==> src/hdl/common_pkg.sv <==
package common_pkg;

   typedef logic [31:0] uint32;
   typedef logic [29:0] word_addr_t;
   typedef logic [3:0]  byte_mask_t;

   typedef struct packed {
      word_addr_t address;
      logic       mem_read;
      logic       mem_write;
      byte_mask_t mask_byte;
      uint32      write_data;
   } mem_bus_cmd_t;

   typedef struct packed {
      uint32 read_data;
   } mem_bus_result_t;

   // data memory region
   localparam word_addr_t DATA_MEM_BASE = 30'h0;
   localparam int DATA_MEM_WORDS = 1024;
   localparam int MEM_INDEX_W = $clog2(DATA_MEM_WORDS);

   typedef logic [MEM_INDEX_W-1:0] mem_index_t;

   // uart transmit register, a single word
   localparam word_addr_t UART_ADDR = 30'h800;
   localparam int UART_CLKS_PER_BIT = 4;
   localparam int UART_CNT_W = $clog2(UART_CLKS_PER_BIT);

   typedef logic [UART_CNT_W-1:0] uart_cnt_t;
   typedef logic [2:0]            uart_bit_idx_t;
   typedef logic [7:0]            uart_byte_t;

   typedef enum logic [1:0] {
      UART_IDLE,
      UART_START,
      UART_DATA,
      UART_STOP
   } uart_state_t;

endpackage

==> src/hdl/bus_interconnect.sv <==
`timescale 1ns/1ns

module bus_interconnect (
   input  logic                          clk,
   input  logic                          arst_n,
   input  logic                          probe_mem,
   input  common_pkg::mem_bus_cmd_t      probe_cmd,
   input  common_pkg::mem_bus_cmd_t      cpu_cmd,
   output common_pkg::mem_bus_result_t   probe_result,
   output common_pkg::mem_bus_result_t   cpu_result,
   output common_pkg::mem_bus_cmd_t      mem_cmd,
   output common_pkg::mem_bus_cmd_t      uart_cmd,
   input  common_pkg::mem_bus_result_t   mem_result,
   input  common_pkg::mem_bus_result_t   uart_result,
   output logic                          invalid_address
);
   import common_pkg::*;

   mem_bus_cmd_t    sel_cmd;
   mem_bus_result_t sel_result;
   word_addr_t      mem_offset;
   logic            in_mem;
   logic            in_uart;
   logic            strobe;

   assign sel_cmd = probe_mem ? probe_cmd : cpu_cmd;

   // offset wraps for addresses below the base, so one compare covers the region
   assign mem_offset = sel_cmd.address - DATA_MEM_BASE;
   assign in_mem     = mem_offset < word_addr_t'(DATA_MEM_WORDS);
   assign in_uart    = sel_cmd.address == UART_ADDR;
   assign strobe     = sel_cmd.mem_read | sel_cmd.mem_write;

   always_comb begin
      mem_cmd            = sel_cmd;
      mem_cmd.mem_read   = sel_cmd.mem_read & in_mem;
      mem_cmd.mem_write  = sel_cmd.mem_write & in_mem;
      uart_cmd           = sel_cmd;
      uart_cmd.mem_read  = sel_cmd.mem_read & in_uart;
      uart_cmd.mem_write = sel_cmd.mem_write & in_uart;
   end

   always_comb begin
      if (in_mem) sel_result = mem_result;
      else if (in_uart) sel_result = uart_result;
      else sel_result = '0; // unmapped reads return zero
   end

   assign probe_result = probe_mem ? sel_result : '0;
   assign cpu_result   = probe_mem ? '0 : sel_result;

   assign invalid_address = strobe & ~in_mem & ~in_uart;

   // a master must never read and write in the same cycle
   a_one_strobe: assert property (@(posedge clk) disable iff (!arst_n)
      !(sel_cmd.mem_read && sel_cmd.mem_write));

endmodule

==> config.mk <==
export PLATFORM = sky130hd
export DESIGN_NAME = bus_interconnect
export DESIGN_NICKNAME = d
export VERILOG_FILES = /design/src/hdl/common_pkg.sv /design/src/hdl/bus_interconnect.sv
export SDC_FILE = /design/constraint.sdc
export NUM_CORES = 1
export LEC_CHECK = 0
export BUFFER_PORTS_ARGS = -buffer_cell sky130_fd_sc_hd__buf_2
export CAP_MARGIN = 0
export CORE_AREA = 2 2 157 159
export DETAILED_ROUTE_END_ITERATION = 16
export DIE_AREA = 0 0 159 161
export RECOVER_POWER = 25
export SYNTH_ARGS = -nofsm -noshare
export SYNTH_HDL_FRONTEND = slang
export SYNTH_SLANG_ARGS = --single-unit
==> constraint.sdc <==
create_clock -name vclk -period 3.2
set_clock_uncertainty 0.2 [all_clocks]
set_input_delay 0.64 -clock vclk [all_inputs]
set_output_delay 0.64 -clock vclk [all_outputs]
set_load 0.05 [all_outputs]
* Yosys cells after proc, flatten, opt, wreduce, memory -nomap -nowiden
Cells that the tools add are included.
Operators by class: order comparisons 1, equal/unequal tests 1, multiplexer cells 5, bitwise logic cells 9
Operator list (number):
- $mux 32 | 4
- $mux 68 | 1
- $eq 30x12->1 const B | 1
- $lt 30x11->1 const B | 1
- $and 1x1->1 | 6
- $not 1->1 | 2
- $or 1x1->1 | 1
Word-level totals: flip-flop bits (word level) 0, input bits 203, output and inout bits 201, logic and storage cells 16

* Logic depth before layout (Yosys ltp)
depth in word-level cells 5, gate-level depth with buffers 9, gate-level depth less buffers 5

* Worst setup path before layout
Ideal clock, no wire load.
path type input port to output port, from input probe_mem, to output uart_cmd[36] (netlist name), arrival 2.997 ns, data required time 2.360 ns, path slack -0.637 ns, cell stages on the path 6, buffers on the path 2, cell sequence buf_6 > mux2_2 > nor4_1 > nand3_1 > buf_2 > nor3_1
RTL lines:
- from (decl) | line bus_interconnect.sv:6 | input logic probe_mem,
- to (decl) | line bus_interconnect.sv:12 | output common_pkg::mem_bus_cmd_t uart_cmd,

==> qor.csv <==
metric;value;unit
min Tclk post-route;3390;ps
routability cong.;0.841;
critical-path cell list;buf_16, nand2b_4, or4_4, a2111oi_4, buf_6, buf_12, buf_16, a22oi_1, nor2_4, buf_6;
Die H;161;um
max-slew violation count;0;
CP Buf/Inv Count;5;
share of layout cells above drive strength 1;0.905;
# clk buffers;0;
Synth cell types;32;
fill count;2584;
antenna violations before repair;2;
largest net degree at the start of global routing;33;
critical path depth;10;
final setup margin;-192;ps
Initial Util;0.107;
Synth Area per Inst;7.75;um^2
switching fraction of total power;0.711;
FP Rows;57;
DRT Pass-1 Iters;4;
slew margin rel.;0.429;
seq_cells;0;
Slowest-stage cell, CP;or4_4;
Tcrit/Tclk final;1.06;
gr usage total;0.129;
Worst Path Arrival;2550;ps
clock network power share;0;
number of global-route vias before repair;4120;
Worst Setup SP;probe_mem;
CP endpoint kind;output port;
crit path to;cpu_result[6];
area leader, netlist;mux2_2;
Slew @ Worst Pin;860;ps
leakage power figure;2.58;nW
failing checks;setup timing;
final setup TNS;-6480;ps
grt total ovfl;0;
die area;0.0256;mm^2
Hold Path Stages;4;
Max Cap Viol;0;
Post-Syn Area;0.00257;mm^2
CP startpoint kind;input pin;
core box area;0.0240;mm^2
status;finished with violations;
Comb power frac;1.000;
WL final;18.4;mm
HPWL Detailed;14.2;mm
DR DRC count;0;
crit-path max FO;8;
final setup violating endpoints;69;
power consumption;0.00106;W
critical path type;in2out;
I/O Buffers;402;
RSZ-0062 raised after global routing;yes;
Top-Level Pins;404;
CP max stage delay;460;ps
Hold WC Path Type;in2out;
post-synthesis sequential area ratio;0;
maximum VDD drop;0.000219;V
Sw Pwr;0.000751;W
hold buffers post-CTS;0;
Peak Freq;295;MHz
diodes inserted;0;
cell area after layout;0.00637;mm^2
delay-heaviest family, CP;buffers and inverters;
first-pass GRT wire length;25.4;mm
wire per inst;18.0;um
Final nets;900;
pre-CTS setup slack;-377;ps
Post-Synthesis Cells;332;
Reg area;0;um^2
multi-input logic area;0.00268;mm^2
layout overhead on the synthesized area;148;%
placed cell area;0.00534;mm^2
Die X;159;um
Synthesized Nets;535;
Vias;4066;
cell-internal power;0.000306;W
power per cell area;166;mW/mm^2
drt initial violations;214;
Non-Filler Instances;1019;
post-synth top area share;0.280;
synth top area cells;mux2_2 28%, buf_4 20%, a22oi_1 16%;
Cells after DPL;1006;
Required @ worst endpoint;2360;ps
Synth Warn #;0;
endpoints failing hold;0;
Antenna Nets Post-Route;0;
Via density;3.99;
share of power burned in registers;0;
## synthesized netlist by cell type
master,number
nor2_2,10
mux2_4,1
mux2i_1,2
and2_1,1
or4_4,2
or4b_1,1
a2111oi_4,2
nand2_1,2
buf_6,8
a211o_1,1
nor4_1,5
o21bai_4,1
a22oi_1,55
buf_4,67
buf_2,7
buf_1,1
mux2_2,64
o22ai_1,1
or4_1,1
a22oi_2,10
o21a_1,1
nor3_1,9
o41ai_2,1
a21oi_1,2
nor2_1,58
nor4b_2,1
clkbuf_1,12
nand2_4,1
nor2b_1,1
nor3b_2,1
nand3_1,2
nand2b_4,1
## timing repair
action	4_1_cts	5_1_grt
setup endpoints to repair	69	69
resized for setup	187	57
gates cloned	6	1
endpoints found under the hold margin	0	0
pin swaps	16	24
buffers inserted	9	1
## cells in the final DEF, fill, tap and decap left out, types with 3 or more instances in the layout
cell type and n:
buf_6 35, buf_16 3, clkbuf_1 33, nor3_4 4
buf_4 31, buf_12 18, buf_8 38, a22oi_2 53
a22oi_1 12, nor2_4 64, mux2_2 61, mux2_4 4
nor2_1 3, buf_2 299, nor3_1 5
## how the worst min path moves through the flow
stage / slack, ps / end / from
after floorplan: 1310 / mem_cmd[60] / probe_cmd[60]
after global placement: 1540 / uart_cmd[3] / cpu_cmd[3]
after detailed placement: 1540 / mem_cmd[3] / cpu_cmd[3]
after CTS: 1480 / probe_result[7] / uart_result[7]
after global routing: 1490 / probe_result[18] / uart_result[18]
final: 1480 / probe_result[18] / uart_result[18]
## kinds of logic after synthesis
group,after synthesis,share of synthesized area
and+or+nand+nor,96,0.186
buffers and inverters,95,0.263
muxes,67,0.294
AOI/OAI and AO/OA,74,0.257
## cell type report
type / instances / area share
Timing Repair Buffer: 458 / 0.516
Multi-Input combinational cell: 237 / 0.421
Tap cell: 324 / 0.0636
## metrics by stage
step	hold slack, ps	utilization
final	1480	0.266
after global routing	1490	0.266
after CTS	1480	0.260
after detailed placement	1540	0.223
after global placement	1540	0.223
after floorplan	1310	-
## per-layer routing
layer | up-vias | global-route usage | part of all wire
met5 | - | 0 | 0.00065
met2 | 222 | 0.258 | 0.55
met1 | 1938 | 0.148 | 0.37
li1 | 1894 | - | -
met3 | 10 | 0.0211 | 0.062
met4 | 2 | 0.0128 | 0.0096
## power by group through the flow
stage	sequential, W	clock [W]	combinational [W]
5_1_grt	0	0	0.00110
3_3_place_gp	0	0	0.00102
3_5_place_dp	0	0	0.00102
4_1_cts	0	0	0.00106
2_1_floorplan	0	0	0.000762
6_report	0	0	0.00106
Power figures use the tool's default switching activity.
