## src/hdl/common_pkg.sv

```systemverilog
package common_pkg;

   typedef logic [31:0] uint32;
   typedef logic [29:0] word_addr_t;
   typedef logic [3:0]  byte_mask_t;

   typedef struct packed {
      word_addr_t address;
      logic       mem_read;
      logic       mem_write;
      byte_mask_t mask_byte;
      uint32      write_data;
   } mem_bus_cmd_t;

   typedef struct packed {
      uint32 read_data;
   } mem_bus_result_t;

   // data memory region
   localparam word_addr_t DATA_MEM_BASE = 30'h0;
   localparam int DATA_MEM_WORDS = 1024;
   localparam int MEM_INDEX_W = $clog2(DATA_MEM_WORDS);

   typedef logic [MEM_INDEX_W-1:0] mem_index_t;

   // uart transmit register, a single word
   localparam word_addr_t UART_ADDR = 30'h800;
   localparam int UART_CLKS_PER_BIT = 4;
   localparam int UART_CNT_W = $clog2(UART_CLKS_PER_BIT);

   typedef logic [UART_CNT_W-1:0] uart_cnt_t;
   typedef logic [2:0]            uart_bit_idx_t;
   typedef logic [7:0]            uart_byte_t;

   typedef enum logic [1:0] {
      UART_IDLE,
      UART_START,
      UART_DATA,
      UART_STOP
   } uart_state_t;

endpackage

```

## src/hdl/uart_tx_port.sv

```systemverilog
`timescale 1ns/1ns

module uart_tx_port (
   input  logic                          clk,
   input  logic                          arst_n,
   input  common_pkg::mem_bus_cmd_t      bus_cmd,
   output common_pkg::mem_bus_result_t   bus_result,
   output logic                          uart_tx
);
   import common_pkg::*;

   uart_state_t   state;
   uart_cnt_t     clk_cnt;
   uart_bit_idx_t bit_idx;
   uart_byte_t    shift_reg;
   logic          bit_end;
   logic          busy;
   logic          accept;

   assign busy    = state != UART_IDLE;
   assign accept  = (state == UART_IDLE) && bus_cmd.mem_write; // writes while busy are dropped
   assign bit_end = clk_cnt == uart_cnt_t'(UART_CLKS_PER_BIT - 1);

   always_ff @(posedge clk or negedge arst_n) begin
      if (!arst_n) begin
         state   <= UART_IDLE;
         clk_cnt <= '0;
         bit_idx <= '0;
         uart_tx <= 1'b1;
      end else begin
         clk_cnt <= (bit_end || !busy) ? '0 : clk_cnt + 1'b1;
         case (state)
            UART_IDLE: begin
               if (accept) begin
                  state   <= UART_START;
                  uart_tx <= 1'b0; // start bit
               end
            end
            UART_START: begin
               if (bit_end) begin
                  state   <= UART_DATA;
                  bit_idx <= '0;
                  uart_tx <= shift_reg[0];
               end
            end
            UART_DATA: begin
               if (bit_end) begin
                  if (bit_idx == 3'd7) begin
                     state   <= UART_STOP;
                     uart_tx <= 1'b1;
                  end else begin
                     bit_idx <= bit_idx + 1'b1;
                     uart_tx <= shift_reg[0];
                  end
               end
            end
            UART_STOP: begin
               if (bit_end) state <= UART_IDLE;
            end
            default: state <= UART_IDLE;
         endcase
      end
   end

   // lsb first, shifted as each bit goes out
   always_ff @(posedge clk) begin
      if (accept) shift_reg <= bus_cmd.write_data[7:0];
      else if (bit_end && (state == UART_START || state == UART_DATA)) shift_reg <= shift_reg >> 1;
   end

   always_comb begin
      bus_result = '0;
      if (bus_cmd.mem_read) bus_result.read_data = uint32'(busy);
   end

   a_idle_high: assert property (@(posedge clk) disable iff (!arst_n)
      state == UART_IDLE |-> uart_tx);

   a_leave_idle: assert property (@(posedge clk) disable iff (!arst_n)
      (state == UART_IDLE && !bus_cmd.mem_write) |=> state == UART_IDLE);

endmodule

```

## config.mk

```make
export PLATFORM = sky130hd
export DESIGN_NAME = uart_tx_port
export DESIGN_NICKNAME = d
export VERILOG_FILES = /design/src/hdl/common_pkg.sv /design/src/hdl/uart_tx_port.sv
export SDC_FILE = /design/constraint.sdc
export NUM_CORES = 1
export LEC_CHECK = 0
export CORE_ASPECT_RATIO = 1.1
export CORE_MARGIN = 2
export CORE_UTILIZATION = 34
export DETAILED_ROUTE_END_ITERATION = 10
export DONT_BUFFER_PORTS = 1
export PLACE_DENSITY = 0.54
export SLEW_MARGIN = 20
export SYNTH_ARGS = -nofsm -noshare
export SYNTH_HDL_FRONTEND = slang
export SYNTH_SLANG_ARGS = --single-unit
```

## constraint.sdc

```tcl
create_clock -name clk -period 2.7 [get_ports clk]
set_input_delay 0.54 -clock clk [delete_from_list [all_inputs] [get_ports clk]]
set_output_delay 0.54 -clock clk [all_outputs]
set_load 0.1 [all_outputs]
```

Word level (Yosys, flattened, before mapping)
Index checks and enable logic that the tools add are counted.

storage, ports and cells
  bits in registers = 16
  input bits = 70
  output and inout port bits = 33
  logic and storage cells = 50

operators by class
  add/sub/neg operators = 2
  eq/ne operators = 11
  multiplexer cells = 19
  reductions and logical operators = 13

operators by type and width
  kind                                                                   number
  8-bit two-way mux                                                      2
  2-bit two-way mux                                                      6
  2-bit inequality test, second input constant                           6
  3-bit two-way mux                                                      3
  2-bit one-hot mux with 4 select lines                                  1
  4-bit AND reduction                                                    2
  2-bit equality test, second input constant                             3
  3-bit one-hot mux with 2 select lines                                  1
  2-bit nonzero test                                                     3
  1-bit two-way mux                                                      5
  5-bit AND reduction                                                    1
  3-bit by 1-bit adder with 3-bit output, second input constant          1
  3-bit equality test, second input constant                             1
  1-bit one-hot mux with 3 select lines                                  1
  3-bit nonzero test                                                     1
  2-bit by 1-bit adder with 2-bit output, second input constant          1
  2-bit by 1-bit equality test with 1-bit output, second input constant  1
  1-bit logical AND                                                      2
  2-bit logical NOT                                                      1
  1-bit logical OR                                                       2
  1-bit logical NOT                                                      1

Depth between registers and ports, before layout
  depth in word-level cells = 5
  mapped depth = 5
  depth with buffers taken out = 5

Least setup slack after synthesis
No wires, ideal clock.

  path kind = flip-flop to output port
  from = register state[0]
  to = output bus_result[0] in the netlist's numbering
  data arrival time = 2.061 ns
  data required time = 2.160 ns
  path slack = 0.099 ns
  cell stages (with the launch flop) = 4
  buffers on the path = 0
  path through = dfrtp_1 > inv_1 > ha_1 > nor2b_1

RTL lines
  what                    RTL line            source
  from (decl)             uart_tx_port.sv:12  uart_state_t state;
  from (signal assigned)  uart_tx_port.sv:26  state <= UART_IDLE;
  from (signal assigned)  uart_tx_port.sv:35  state <= UART_START;
  from (signal assigned)  uart_tx_port.sv:41  state <= UART_DATA;
  to (decl)               uart_tx_port.sv:7   output common_pkg::mem_bus_result_t bus_result,

==> results.yml <==
run_status:
  outcome: "completed"
setup_path:
  crit_cells: 4
  regToRegEndpoint: "shift_reg[7]"
  cp_top_family: "flip-flops"
  rr_startpoint: "state[0]"
  cp-end-kind: "primary output"
  cp_max_fo: 6
  slowest_stage: "dfrtp_1"
  rr_worst_depth: 4
  crit_arrival_ps: 1490
  critPathKind: "reg2out"
  worst_path_largest_cell_delay_ps: 410
  cp-start-kind: "register"
  endpoint: "bus_result[0]"
  path_buf_inv: 2
  rrSetupSlack_ps: 910
  crit_chain: "inv_1 > ha_1 > nor2b_2 > buf_4"
  crit_start: "state[0]"
  critPathRequiredTime_ps: 2160
drt:
  wl_met2_um: 722
  wl_per_cell_um: 11.6
  drc: 0
  postRouteAntennaNets: 0
  wl_met1_um: 638
  dr.pass1.iters: 4
  viasPerCell: 4.46
  vias: 597
  wl_um: 1550
  drt_iter0_markers: 3
  wl_met3_um: 171
  routed.top_layer: "met4"
die:
  die_y_um: 63.3
  start_util_pct: 35.6
  die_x_um: 57.9
  num_rows: 21
  coreArea_um2: 3050
  io_pins: 103
  die_area_um2: 3660
timing:
  rsz0062_at_grt: "false"
  relSlewSlack_pct: 66.3
  period_share_pct: 75.4
  setup_violations: 0
  worst_pin_slew_ps: 506
  fin_skew_ps: 2.65
  hold_slack_ps: 85.9
  hold_viol_final: 0
  finalSetupTns_ps: 0
  fin_crit_ps: 2030
  slew_violations: 0
  fin_ws_ps: 665
  fmax_ghz: 0.492
synth:
  synth_xor_area_share_pct: 0
  synth.area.mux_share_pct: 11.6
  avgSynthCellArea_um2: 11.4
  synth_fa_ha_area_share_pct: 10.4
  synth_compound_area_share_pct: 7.72
  synth_top_family_by_area: "buffers and inverters"
  ys_seq_elements: 16
  seq_area_frac_synth_pct: 40.7
  synthCells: 95
  yosys_warnings: 0
  ys_types: 24
  syn_area_um2: 1090
  synthSimpleGateAreaFrac_pct: 6.80
power_and_ir_drop:
  power_frac_clock_pct: 9.5
  finalPower_mw: 1.36
  p_leak_nw: 0.485
  peakVddDrop_v: 0.000630
  p_switching_mw: 0.639
  p_seq_share_pct: 34.9
  combPwrFrac_pct: 55.6
  sw_frac_of_total_pct: 47.0
  powerDensity_nw_per_um2: 1290
  p_int_mw: 0.721
clock_tree:
  cts-htree-levels: 1
  numCtsBuffers: 3
  cts_tree: "built"
  clkLatencyLatePin_ps: 280
  clockBufferDepth: 2
  clkTransAtPathRegs_ps: 90
  cts_sinks: 16
  root_buffer: "clkbuf_4"
placed_design:
  io_buffers: 0
  dp_hpwl_um: 1230
  post-place-ws_ps: 856
  dp.cells: 129
  place_congestion: 0.688
layout:
  fillers: 317
  final_cell_mix: "31 x conb_1, 9 x ha_1, 8 x mux2_2, 8 x edfxtp_1, 7 x dfrtp_1"
  layout-drive-gt1-share_pct: 16.0
  final_cells: 134
  num_antenna_cells: 0
  largest_reg_flops: 8
  nets: 180
  area_growth_pct: -2.88
  final_common_cell: "conb_1"
global_route:
  track_usage_pct: 9.79
  grt_first_pass_wirelength_um: 2700
  antenna_found_initial: 0
  grt_pass1_vias: 593
  overflow: 0
  grt_max_degree: 10
worst_hold_path:
  holdCritPathClass: "in2async"
flow_run:
  max-cap-violations: 0
## synthesized netlist by cell type
library cell	count	share of area, %
mux2_1	1	1.0
mux2i_1	1	0.92
nand2_1	4	1.4
or2b_1	1	0.69
and3_1	1	0.58
mux2_2	8	8.3
dfstp_2	1	2.4
o21ai_0	2	0.92
inv_1	3	1.0
o2111ai_2	1	1.4
edfxtp_1	8	22
nor2_1	2	0.69
ha_1	9	10
o211ai_1	1	0.69
mux2_4	1	1.4
nand2b_1	2	1.2
buf_4	31	21
a21boi_0	1	0.69
nor3_1	1	0.46
nor3b_1	1	0.69
nor2b_1	2	1.2
conb_1	1	0.35
dfrtp_1	7	16
a22o_1	5	4.0
## through the flow
step / utilization [%] / area [um^2]
4_1_cts: 34.6 / 1050
6_report: 34.6 / 1050
3_5_place_dp: 33.4 / 1020
5_1_grt: 34.6 / 1050
2_1_floorplan: - / 1200
3_3_place_gp: 33.4 / 1020
## metal layers
layer | track usage (%) | vias to the layer above
met5 | 0 | -
met4 | 4.07 | 0
met3 | 4.52 | 2
met2 | 15.8 | 42
li1 | - | 273
met1 | 11.0 | 280
## worst min-delay path by stage
stage	endpoint	slack [ps]	cells after the start	startpoint
3_5_place_dp	state[1]	240	0	arst_n
2_1_floorplan	bit_idx[0]	240	0	arst_n
6_report	uart_tx	90	0	arst_n
5_1_grt	uart_tx	60	0	arst_n
4_1_cts	uart_tx	70	0	arst_n
3_3_place_gp	state[0]	240	0	arst_n
## area by class of cell
type / count / area (um^2) / area share, %
Inverter: 3 / 11.3 / 1.07
Timing Repair Buffer: 2 / 17.5 / 1.66
Clock buffer: 3 / 22.5 / 2.14
Clock inverter: 1 / 3.75 / 0.356
Tap cell: 34 / 42.5 / 4.03
Sequential cell: 16 / 442 / 41.9
Multi-Input combinational cell: 75 / 515 / 48.9
## logic make-up after synthesis
group / count (synthesis)
buf+inv: 34
flops: 16
simple gates: 14
mux: 11
compound gates: 10
fa+ha+maj: 9
other cells: 1
## power groups by stage
stage	combinational, mW	clock [mW]	sequential (mW)
floorplan	0.693	0	0.464
global placement	0.735	0	0.476
detailed placement	0.763	0	0.481
CTS	0.770	0.137	0.476
global route	0.837	0.144	0.490
finish	0.756	0.129	0.474
## what timing repair did
item,4_1_cts,5_1_grt
hold endpoints to repair,7,0
resized for setup,0,0
endpoints found under the setup margin,0,0
buffers inserted,0,0
hold buffers,1,0
No activity file was read; power rests on OpenSTA's default activity.
